[src/logic/core_types_pkg.sv]
`default_nettype none

package core_types_pkg;

    // reorder buffer tag width, one tag per in-flight instruction
    localparam int ROB_ID_W = 6;

    // register data width
    localparam int XLEN = 32;

    typedef logic [ROB_ID_W-1:0] rob_id_t;
    typedef logic [XLEN-1:0]     reg_data_t;

    // result broadcast seen by every waiting source operand
    typedef struct packed {
        logic      valid;
        rob_id_t   rob_id; // tag of the producing instruction
        reg_data_t data;
    } bcast_t;

endpackage

`default_nettype wire

[src/logic/iq_pkg.sv]
`default_nettype none

package iq_pkg;

    typedef enum logic [2:0] {
        ADD = 3'd0,
        SUB = 3'd1,
        AND = 3'd2,
        OR  = 3'd3,
        XOR = 3'd4,
        SLL = 3'd5,
        SRL = 3'd6,
        SRA = 3'd7
    } alu_op_e;

    typedef enum logic [1:0] {
        EMPTY   = 2'd0,
        WAITING = 2'd1, // holds at least one source still in flight
        READY   = 2'd2
    } slot_state_e;

    typedef struct packed {
        logic                       used; // operand is read by the op
        logic                       rdy;  // data field holds the value
        core_types_pkg::rob_id_t    tag;
        core_types_pkg::reg_data_t  data;
    } src_t;

    typedef struct packed {
        alu_op_e                 op;
        core_types_pkg::rob_id_t dst_rob_id;
        src_t                    src1;
        src_t                    src2;
    } iq_entry_t;

    typedef struct packed {
        alu_op_e                   op;
        core_types_pkg::rob_id_t   dst_rob_id;
        core_types_pkg::reg_data_t src1_data;
        core_types_pkg::reg_data_t src2_data;
    } iq_issue_t;

    // tag match against both broadcast ports, alu result has priority
    function automatic src_t capture_src(src_t src, core_types_pkg::bcast_t alu_bc,
                                         core_types_pkg::bcast_t ld_bc);
        src_t res;
        res = src;
        if (src.used && !src.rdy) begin
            if (alu_bc.valid && alu_bc.rob_id == src.tag) begin
                res.rdy  = 1'b1;
                res.data = alu_bc.data;
            end else if (ld_bc.valid && ld_bc.rob_id == src.tag) begin
                res.rdy  = 1'b1;
                res.data = ld_bc.data;
            end
        end
        return res;
    endfunction

    // an unused operand never blocks issue
    function automatic logic src_ok(src_t src);
        return !src.used || src.rdy;
    endfunction

endpackage

`default_nettype wire

[src/logic/iq_alloc.sv]
`timescale 1ns/1ns
`default_nettype none

module iq_alloc #(
    parameter int IQ_DEPTH = 8,
    parameter int SEQ_W    = 4
) (
    input  wire                          clk,
    input  wire                          rst_n,
    input  wire                          flush,

    input  wire                          dispatch_valid,
    input  wire iq_pkg::iq_entry_t       dispatch_entry,

    input  wire core_types_pkg::bcast_t  alu_bcast,
    input  wire core_types_pkg::bcast_t  ld_bcast,

    input  wire [IQ_DEPTH-1:0]           slot_free,

    output logic [IQ_DEPTH-1:0]          slot_wr,
    output iq_pkg::iq_entry_t            wr_entry,
    output logic [SEQ_W-1:0]             wr_seq,
    output logic [SEQ_W-1:0]             next_seq
);

    logic [IQ_DEPTH-1:0] lowest_free;
    logic                accept;
    logic [SEQ_W-1:0]    seq_q;

    // isolate the lowest set bit of the free vector
    assign lowest_free = slot_free & (~slot_free + 1'b1);

    // credits make a free slot certain, the check only guards a misbehaving sender
    assign accept  = dispatch_valid && !flush && (|slot_free);
    assign slot_wr = accept ? lowest_free : '0;

    // a result broadcast in the write cycle would otherwise be missed by the new slot
    always_comb begin
        wr_entry      = dispatch_entry;
        wr_entry.src1 = iq_pkg::capture_src(dispatch_entry.src1, alu_bcast, ld_bcast);
        wr_entry.src2 = iq_pkg::capture_src(dispatch_entry.src2, alu_bcast, ld_bcast);
    end

    // age stamp, wraps at twice the depth so distances stay unambiguous
    always_ff @(posedge clk) begin
        if (!rst_n || flush) begin
            seq_q <= '0;
        end else if (accept) begin
            seq_q <= seq_q + 1'b1;
        end
    end

    assign wr_seq   = seq_q;  // stamp for this cycle's dispatch
    assign next_seq = seq_q;  // reference point for age ranking

endmodule

`default_nettype wire

[src/logic/iq_slot.sv]
`timescale 1ns/1ns
`default_nettype none

module iq_slot #(
    parameter int SEQ_W = 4
) (
    input  wire                          clk,
    input  wire                          rst_n,
    input  wire                          flush,

    input  wire                          wr,
    input  wire iq_pkg::iq_entry_t       wr_entry,
    input  wire [SEQ_W-1:0]              wr_seq,

    input  wire core_types_pkg::bcast_t  alu_bcast,
    input  wire core_types_pkg::bcast_t  ld_bcast,

    input  wire                          grant,

    output logic                         free,
    output logic                         ready,
    output iq_pkg::iq_entry_t            entry,
    output logic [SEQ_W-1:0]             seq
);

    iq_pkg::slot_state_e state_q;
    iq_pkg::iq_entry_t   entry_q;
    iq_pkg::iq_entry_t   entry_cap;
    logic [SEQ_W-1:0]    seq_q;
    logic                wr_ok;
    logic                cap_ok;

    // incoming entry already went through same-cycle capture in the allocator
    assign wr_ok = iq_pkg::src_ok(wr_entry.src1) && iq_pkg::src_ok(wr_entry.src2);

    // wakeup from either broadcast port
    always_comb begin
        entry_cap      = entry_q;
        entry_cap.src1 = iq_pkg::capture_src(entry_q.src1, alu_bcast, ld_bcast);
        entry_cap.src2 = iq_pkg::capture_src(entry_q.src2, alu_bcast, ld_bcast);
        cap_ok         = iq_pkg::src_ok(entry_cap.src1) && iq_pkg::src_ok(entry_cap.src2);
    end

    always_ff @(posedge clk) begin
        if (!rst_n || flush) begin
            state_q <= iq_pkg::EMPTY;
        end else begin
            case (state_q)
                iq_pkg::EMPTY: begin
                    if (wr) begin
                        state_q <= wr_ok ? iq_pkg::READY : iq_pkg::WAITING;
                    end
                end
                iq_pkg::WAITING: begin
                    if (cap_ok) begin
                        state_q <= iq_pkg::READY;
                    end
                end
                iq_pkg::READY: begin
                    if (grant) begin
                        state_q <= iq_pkg::EMPTY; // selector took it
                    end
                end
                default: state_q <= iq_pkg::EMPTY;
            endcase
        end
    end

    // payload, only meaningful while the slot is occupied
    always_ff @(posedge clk) begin
        if (wr) begin
            entry_q <= wr_entry;
            seq_q   <= wr_seq;
        end else if (state_q == iq_pkg::WAITING) begin
            entry_q <= entry_cap;
        end
    end

    assign free  = (state_q == iq_pkg::EMPTY);
    assign ready = (state_q == iq_pkg::READY);
    assign entry = entry_q;
    assign seq   = seq_q;

endmodule

`default_nettype wire

[src/logic/iq_select.sv]
`timescale 1ns/1ns
`default_nettype none

module iq_select #(
    parameter int IQ_DEPTH = 8,
    parameter int SEQ_W    = 4
) (
    input  wire                                   clk,
    input  wire                                   rst_n,
    input  wire                                   flush,

    input  wire [IQ_DEPTH-1:0]                    slot_ready,
    input  wire iq_pkg::iq_entry_t [IQ_DEPTH-1:0] slot_entries,
    input  wire [IQ_DEPTH-1:0][SEQ_W-1:0]         slot_seq,
    input  wire [SEQ_W-1:0]                       next_seq,

    output logic [IQ_DEPTH-1:0]                   grant,

    output logic                                  issue_valid,
    output iq_pkg::iq_issue_t                     issue,

    output logic                                  credit_return
);

    localparam int IDX_W = (IQ_DEPTH > 1) ? $clog2(IQ_DEPTH) : 1;

    logic [SEQ_W-1:0]  best_age;
    logic [IDX_W-1:0]  best_idx;
    logic              found;
    iq_pkg::iq_entry_t pick;

    // oldest ready slot has the largest distance back from next_seq
    always_comb begin
        logic [SEQ_W-1:0] age;
        best_age = '0;
        best_idx = '0;
        found    = 1'b0;
        for (int i = 0; i < IQ_DEPTH; i++) begin
            age = next_seq - slot_seq[i]; // live stamps give 1..IQ_DEPTH
            if (slot_ready[i] && age > best_age) begin
                best_age = age;
                best_idx = IDX_W'(i);
                found    = 1'b1;
            end
        end
    end

    always_comb begin
        grant = '0;
        if (found && !flush) begin
            grant[best_idx] = 1'b1;
        end
    end

    assign pick = slot_entries[best_idx];

    always_ff @(posedge clk) begin
        if (!rst_n || flush) begin
            issue_valid <= 1'b0;
        end else begin
            issue_valid <= |grant;
        end
    end

    always_ff @(posedge clk) begin
        if (|grant) begin
            issue <= '{op:         pick.op,
                       dst_rob_id: pick.dst_rob_id,
                       src1_data:  pick.src1.data,
                       src2_data:  pick.src2.data};
        end
    end

    // each issue frees exactly one slot, so the credit rides with issue_valid
    assign credit_return = issue_valid;

endmodule

`default_nettype wire

[src/logic/int_alu.sv]
`timescale 1ns/1ns
`default_nettype none

module int_alu (
    input  wire                          clk,
    input  wire                          rst_n,
    input  wire                          flush,

    input  wire                          issue_valid,
    input  wire iq_pkg::iq_issue_t       issue,

    output core_types_pkg::bcast_t       alu_bcast
);

    core_types_pkg::reg_data_t a;
    core_types_pkg::reg_data_t b;
    core_types_pkg::reg_data_t res;
    logic [4:0]                shamt;

    logic                      valid_q;
    core_types_pkg::rob_id_t   rob_id_q;
    core_types_pkg::reg_data_t data_q;

    assign a     = issue.src1_data;
    assign b     = issue.src2_data;
    assign shamt = b[4:0]; // shifts only look at the low bits

    always_comb begin
        case (issue.op)
            iq_pkg::ADD: res = a + b;
            iq_pkg::SUB: res = a - b;
            iq_pkg::AND: res = a & b;
            iq_pkg::OR:  res = a | b;
            iq_pkg::XOR: res = a ^ b;
            iq_pkg::SLL: res = a << shamt;
            iq_pkg::SRL: res = a >> shamt;
            iq_pkg::SRA: res = $signed(a) >>> shamt; // sign fill
            default:     res = a + b;
        endcase
    end

    always_ff @(posedge clk) begin
        if (!rst_n || flush) begin
            valid_q <= 1'b0;
        end else begin
            valid_q <= issue_valid;
        end
    end

    always_ff @(posedge clk) begin
        if (issue_valid) begin
            rob_id_q <= issue.dst_rob_id;
            data_q   <= res;
        end
    end

    assign alu_bcast = '{valid: valid_q, rob_id: rob_id_q, data: data_q};

endmodule

`default_nettype wire

[src/logic/issue_unit.sv]
`timescale 1ns/1ns
`default_nettype none

module issue_unit #(
    parameter int IQ_DEPTH = 8
) (
    input  wire                           clk,
    input  wire                           rst_n,

    input  wire                           dispatch_valid,
    input  wire iq_pkg::iq_entry_t        dispatch_entry,
    output wire                           credit_return,

    input  wire core_types_pkg::bcast_t   ld_bcast,

    input  wire                           flush, // mispredict redirect

    output wire                           issue_valid,
    output wire core_types_pkg::rob_id_t  issue_rob_id,

    output wire core_types_pkg::bcast_t   result
);

    // one extra bit so that age distances never alias
    localparam int SEQ_W = $clog2(IQ_DEPTH) + 1;

    wire [IQ_DEPTH-1:0]                    slot_free;
    wire [IQ_DEPTH-1:0]                    slot_ready;
    wire [IQ_DEPTH-1:0]                    slot_wr;
    wire [IQ_DEPTH-1:0]                    slot_grant;
    wire iq_pkg::iq_entry_t [IQ_DEPTH-1:0] slot_entries;
    wire [IQ_DEPTH-1:0][SEQ_W-1:0]         slot_seq;

    wire iq_pkg::iq_entry_t                wr_entry;
    wire [SEQ_W-1:0]                       wr_seq;
    wire [SEQ_W-1:0]                       next_seq;
    wire iq_pkg::iq_issue_t                issue;
    wire core_types_pkg::bcast_t           alu_bcast;

    iq_alloc #(
        .IQ_DEPTH (IQ_DEPTH),
        .SEQ_W    (SEQ_W)
    ) u_alloc (
        .clk            (clk),
        .rst_n          (rst_n),
        .flush          (flush),
        .dispatch_valid (dispatch_valid),
        .dispatch_entry (dispatch_entry),
        .alu_bcast      (alu_bcast),
        .ld_bcast       (ld_bcast),
        .slot_free      (slot_free),
        .slot_wr        (slot_wr),
        .wr_entry       (wr_entry),
        .wr_seq         (wr_seq),
        .next_seq       (next_seq)
    );

    for (genvar i = 0; i < IQ_DEPTH; i++) begin : g_slot
        iq_slot #(
            .SEQ_W (SEQ_W)
        ) u_slot (
            .clk       (clk),
            .rst_n     (rst_n),
            .flush     (flush),
            .wr        (slot_wr[i]),
            .wr_entry  (wr_entry),
            .wr_seq    (wr_seq),
            .alu_bcast (alu_bcast),
            .ld_bcast  (ld_bcast),
            .grant     (slot_grant[i]),
            .free      (slot_free[i]),
            .ready     (slot_ready[i]),
            .entry     (slot_entries[i]),
            .seq       (slot_seq[i])
        );
    end

    iq_select #(
        .IQ_DEPTH (IQ_DEPTH),
        .SEQ_W    (SEQ_W)
    ) u_select (
        .clk           (clk),
        .rst_n         (rst_n),
        .flush         (flush),
        .slot_ready    (slot_ready),
        .slot_entries  (slot_entries),
        .slot_seq      (slot_seq),
        .next_seq      (next_seq),
        .grant         (slot_grant),
        .issue_valid   (issue_valid),
        .issue         (issue),
        .credit_return (credit_return)
    );

    int_alu u_alu (
        .clk         (clk),
        .rst_n       (rst_n),
        .flush       (flush),
        .issue_valid (issue_valid),
        .issue       (issue),
        .alu_bcast   (alu_bcast)
    );

    assign issue_rob_id = issue.dst_rob_id;
    assign result       = alu_bcast; // also leaves toward writeback

endmodule

`default_nettype wire

[config.mk]
export PLATFORM = sky130hd
export DESIGN_NAME = issue_unit
export DESIGN_NICKNAME = d
export VERILOG_FILES = /design/src/logic/core_types_pkg.sv /design/src/logic/iq_pkg.sv /design/src/logic/iq_alloc.sv /design/src/logic/iq_slot.sv /design/src/logic/iq_select.sv /design/src/logic/int_alu.sv /design/src/logic/issue_unit.sv
export SDC_FILE = /design/constraint.sdc
export NUM_CORES = 2
export LEC_CHECK = 0
export ABC_AREA = 1
export BUFFER_PORTS_ARGS = -buffer_cell sky130_fd_sc_hd__buf_2
export CORE_UTILIZATION = 40
export CTS_BUF_LIST = sky130_fd_sc_hd__clkbuf_4 sky130_fd_sc_hd__clkbuf_8
export DETAILED_ROUTE_END_ITERATION = 8
export MAX_ROUTING_LAYER = met4
export PLACE_DENSITY_LB_ADDON = 0.3
export SYNTH_ARGS = -nofsm -noshare
export SYNTH_HDL_FRONTEND = slang
export SYNTH_SLANG_ARGS = --single-unit
[constraint.sdc]
create_clock -name clk -period 10 [get_ports clk]
set_input_delay 1 -clock clk [delete_from_list [all_inputs] [get_ports clk]]
set_output_delay 1 -clock clk [all_outputs]
set_load 0.02 [all_outputs]
==> impl_summary.log <==
[metrics] multiplexer share of the synthesized area: 0.782%
[metrics] Max transition margin: 16.0%
[metrics] fraction of final layout cells with drive strength greater than 1: between 10% and 20%
[metrics] via count of the first global-routing pass: 50.5k
[metrics] arrival time reported for the critical path endpoint: 10,320 ps
[metrics] I/O pin count: ~180
[metrics] post-synthesis sequential element count: 877
[metrics] layout filler cell count: 13.5k
[metrics] post-route core utilization: a little under half
[metrics] kind of end point of the critical path: flop
[metrics] area share of and/or/nand/nor cells after synthesis: 21.6%
[metrics] buffers added on ports: 178
[metrics] final number of setup-violating endpoints: 0
[metrics] Most common cell on crit path: sky130_fd_sc_hd__nand2_2
[metrics] count of TritonRoute iterations in the first routing pass: 6
[metrics] number of instances in the placed design: about 8.7k
[metrics] WL final: between 200,000 and 250,000 um
[metrics] Setup CP Type: flop to flop
[metrics] clock edge transition at the registers on the reported setup and hold paths: 60 ps
[metrics] average vias per placed instance: 6.11
[metrics] Crit Path Max Fanout: 8
[metrics] leakage power of the design: about 25 nW
[metrics] type of element launching the critical path: flop
[metrics] Post-CTS Hold Fix Bufs: 0
[metrics] ratio of final minimum period to clock period: a little over nine tenths
[metrics] number of buffers between clock root and the deepest sink: 3
[metrics] gpl congestion: 0.965
[metrics] core region area: 0.138 mm^2
[metrics] remaining design rule violation count: 0
[metrics] routed vias: approximately 55k
[metrics] antenna violations before repair: 22
[metrics] layout overhead on the synthesized area: 12.3%
[metrics] total clock sinks: 877
[metrics] largest net degree at the start of global routing: 156
[metrics] minimum setup slack after placement: -120 ps
[metrics] power density of the placed cells: 130 mW/mm^2
[metrics] count of pins over their slew limit: 0
[metrics] die span in x: 376 um
[metrics] per-cell routed wire length: around 27 um
[metrics] worst path required time: around 11,000 ps
[metrics] outcome: finished, final reports clean
[metrics] H-tree depth: 4
[metrics] setup clock skew after layout: about 70 ps
[metrics] total cell area at the placement stage: 0.0589 mm^2
[metrics] sum of negative setup slack: 0 ps
[metrics] wire length of the first global-routing pass: 344,000 um
[metrics] combinational family with the most area after synthesis: simple AND/OR/NAND/NOR gates
[metrics] category of cells accounting for the largest share of critical-path delay: simple AND/OR/NAND/NOR gates
[metrics] initial core utilization: between 40% and 50%
[metrics] Syn Inst Count: 7,013
[metrics] Post-Synth Adder-Cell Area: 3.51%
[metrics] area of combinational cells with multiple inputs: 0.0267 mm^2
[metrics] min Tclk post-route: 9580 ps
[metrics] die area: 0.142 mm^2
[metrics] area taken by flip-flops and latches: 0.0261 mm^2
[metrics] global route total overflow: 0
[metrics] number of nets at the end of the flow: 7,308
[metrics] VDD IR-drop max: 0.152 mV
[metrics] Post-Syn Area: between 0.05 and 0.06 mm^2
[metrics] RSZ-0062 raised after global routing: yes
[metrics] Finished Layout Cells: 9,029
[metrics] Final HPWL DP: 147,000 um
[metrics] global-route total usage across every layer: 34.3%
[metrics] total power consumption of the routed design: 8.18 mW
[metrics] Hold Fails Final Rpt: 0
[metrics] xor and xnor fraction of the mapped netlist area: around 1.8%
[metrics] DR iter-0 viols: 8,613
[metrics] chip height: 376 um
[metrics] sequential share of the synthesized area: ~47%
[metrics] row count: 136
[metrics] number of distinct library cells after synthesis: 59
[metrics] final design instance area without fill: 0.0629 mm^2
[metrics] Min Hold Slack: 452 ps
[metrics] reported max-cap violation count: 0
[metrics] total number of yosys warnings: 0
[metrics] number of buffers created by CTS: 154
[metrics] f_max: 0.104 GHz
[metrics] number of nets in the synthesized netlist: 7,297
[metrics] setup ws final: between 400 and 500 ps
[metrics] transition time at the pin with the least slew margin: 1250 ps
[metrics] Critical Path Max Stage Delay: 360 ps
[metrics] path category of the worst min-delay check: flop to flop
[metrics] worst path bufs/invs: 11
[metrics] cell type of the slowest stage on the worst timing path: sky130_fd_sc_hd__ha_1
[metrics] clock root buffer master: sky130_fd_sc_hd__clkbuf_8
[metrics] Post-DRT Antenna Nets: 0
[metrics] syn avg cell area: between 7 and 8 um^2
[metrics] compound-gate portion of the synthesized area: between 10% and 20%
[metrics] TritonCTS clock tree: built
[metrics] Clock Latency Late Sink: 920 ps
-- report_power, final --
part	switching, mW	internal, mW
registers	0.0305	4.06
clock network	1.63	1.81
logic	0.441	0.204
total	2.10	6.07
-- area by class of cell --
class	count	share of cell area, %
clock buffer	218	4.18
sequential	877	41.5
clock inverter	61	0.666
multi-input combinational	5132	42.5
inverter	482	2.93
tap	1863	3.70
timing repair inverter	1	0.0119
antenna	19	0.0756
timing repair buffer	376	4.45
-- metal layers --
metal / GRT usage [%] / part of all wire, % / vias to the layer above
met5: - / 0 / -
met4: 17.4 / 5.8 / 0
met1: 42.6 / 37 / 26000
met3: 8.60 / 14 / 876
li1: - / - / 24300
met2: 51.7 / 44 / 3997
-- registers in the layout, summed over array words and instances, names as in the netlist --
signal and cells:
g_slot.u_slot.entry 712, u_select.issue 73, u_alu.rob_id_q 6, u_alu.valid_q 1, u_alu.data_q 32, g_slot.u_slot.state_q 16, g_slot.u_slot.seq 32, u_alloc.next_seq 4
u_select.credit_return 1
-- synth_stat cells (all sizes together) --
cell type | n | area [um^2]
a2111oi | 39 | 342
a211oi | 61 | 458
a21boi | 6 | 45.0
a21oi | 214 | 1090
a221oi | 27 | 236
a22o | 27 | 236
a22oi | 32 | 240
a311oi | 1 | 8.76
a31o | 1 | 8.76
a31oi | 98 | 613
a32oi | 2 | 17.5
a41oi | 3 | 26.3
and3 | 1 | 6.26
buf | 136 | 702
clkbuf | 385 | 1450
clkinv | 17 | 63.8
dfxtp | 22 | 440
dlygate4sd1 | 2 | 17.5
edfxtp | 855 | 25700
fa | 9 | 180
ha | 143 | 1790
inv | 465 | 1750
mux2 | 30 | 338
mux2i | 10 | 100
nand2 | 2074 | 7880
nand3 | 241 | 1230
nand3b | 5 | 37.5
nand4 | 111 | 709
nor2 | 464 | 1790
nor3 | 27 | 135
nor4 | 8 | 50.1
o2111ai | 24 | 210
o211ai | 34 | 255
o21a | 5 | 37.5
o21ai | 1166 | 5840
o21bai | 5 | 37.5
o221ai | 13 | 114
o22ai | 68 | 425
o311ai | 3 | 26.3
o31ai | 16 | 120
o41ai | 4 | 35.0
or2 | 42 | 263
xnor2 | 32 | 280
xor2 | 85 | 744
-- what timing repair did --
item / CTS / global route
setup endpoints to repair: 68 / 159
pin swaps: 1 / 85
resized for setup: 6 / 123
setup buffers: 1 / 34
gates cloned: 1 / 13
-- layout by cell type, fill, tap and decap left out, types with 30 or more instances in the layout --
cell,instances
sky130_fd_sc_hd__buf_2,178
sky130_fd_sc_hd__nand4_1,110
sky130_fd_sc_hd__clkbuf_8,159
sky130_fd_sc_hd__ha_1,137
sky130_fd_sc_hd__mux2_2,30
sky130_fd_sc_hd__nand2_2,55
sky130_fd_sc_hd__a22oi_1,32
sky130_fd_sc_hd__o22ai_1,68
sky130_fd_sc_hd__o21ai_0,1146
sky130_fd_sc_hd__xor2_1,84
sky130_fd_sc_hd__buf_4,162
sky130_fd_sc_hd__edfxtp_1,855
sky130_fd_sc_hd__nand2_1,2006
sky130_fd_sc_hd__inv_1,436
sky130_fd_sc_hd__nand3_1,230
sky130_fd_sc_hd__a2111oi_0,31
sky130_fd_sc_hd__nor2_1,442
sky130_fd_sc_hd__a21oi_1,207
sky130_fd_sc_hd__xnor2_1,31
sky130_fd_sc_hd__a31oi_1,97
sky130_fd_sc_hd__a211oi_1,60
sky130_fd_sc_hd__clkinv_1,49
sky130_fd_sc_hd__o211ai_1,34
sky130_fd_sc_hd__clkbuf_4,59
-- logic make-up after synthesis --
family | after synthesis
compound gates | 1849
xor+xnor | 117
fa+ha+maj | 152
buf+inv | 1005
flops | 877
mux | 40
simple gates | 2973
-- worst paths after layout --
path,start,to,slack (ps),cells after the start
hold reg to reg,u_select.issue[65],u_alu.rob_id_q[1],450,0
hold / removal,u_select.issue[65],u_alu.rob_id_q[1],450,0
setup reg to reg,u_alloc.next_seq[2],u_select.issue[41],420,71
setup / recovery,u_alloc.next_seq[2],u_select.issue[41],420,71
No activity file was read; power rests on OpenSTA's default activity.
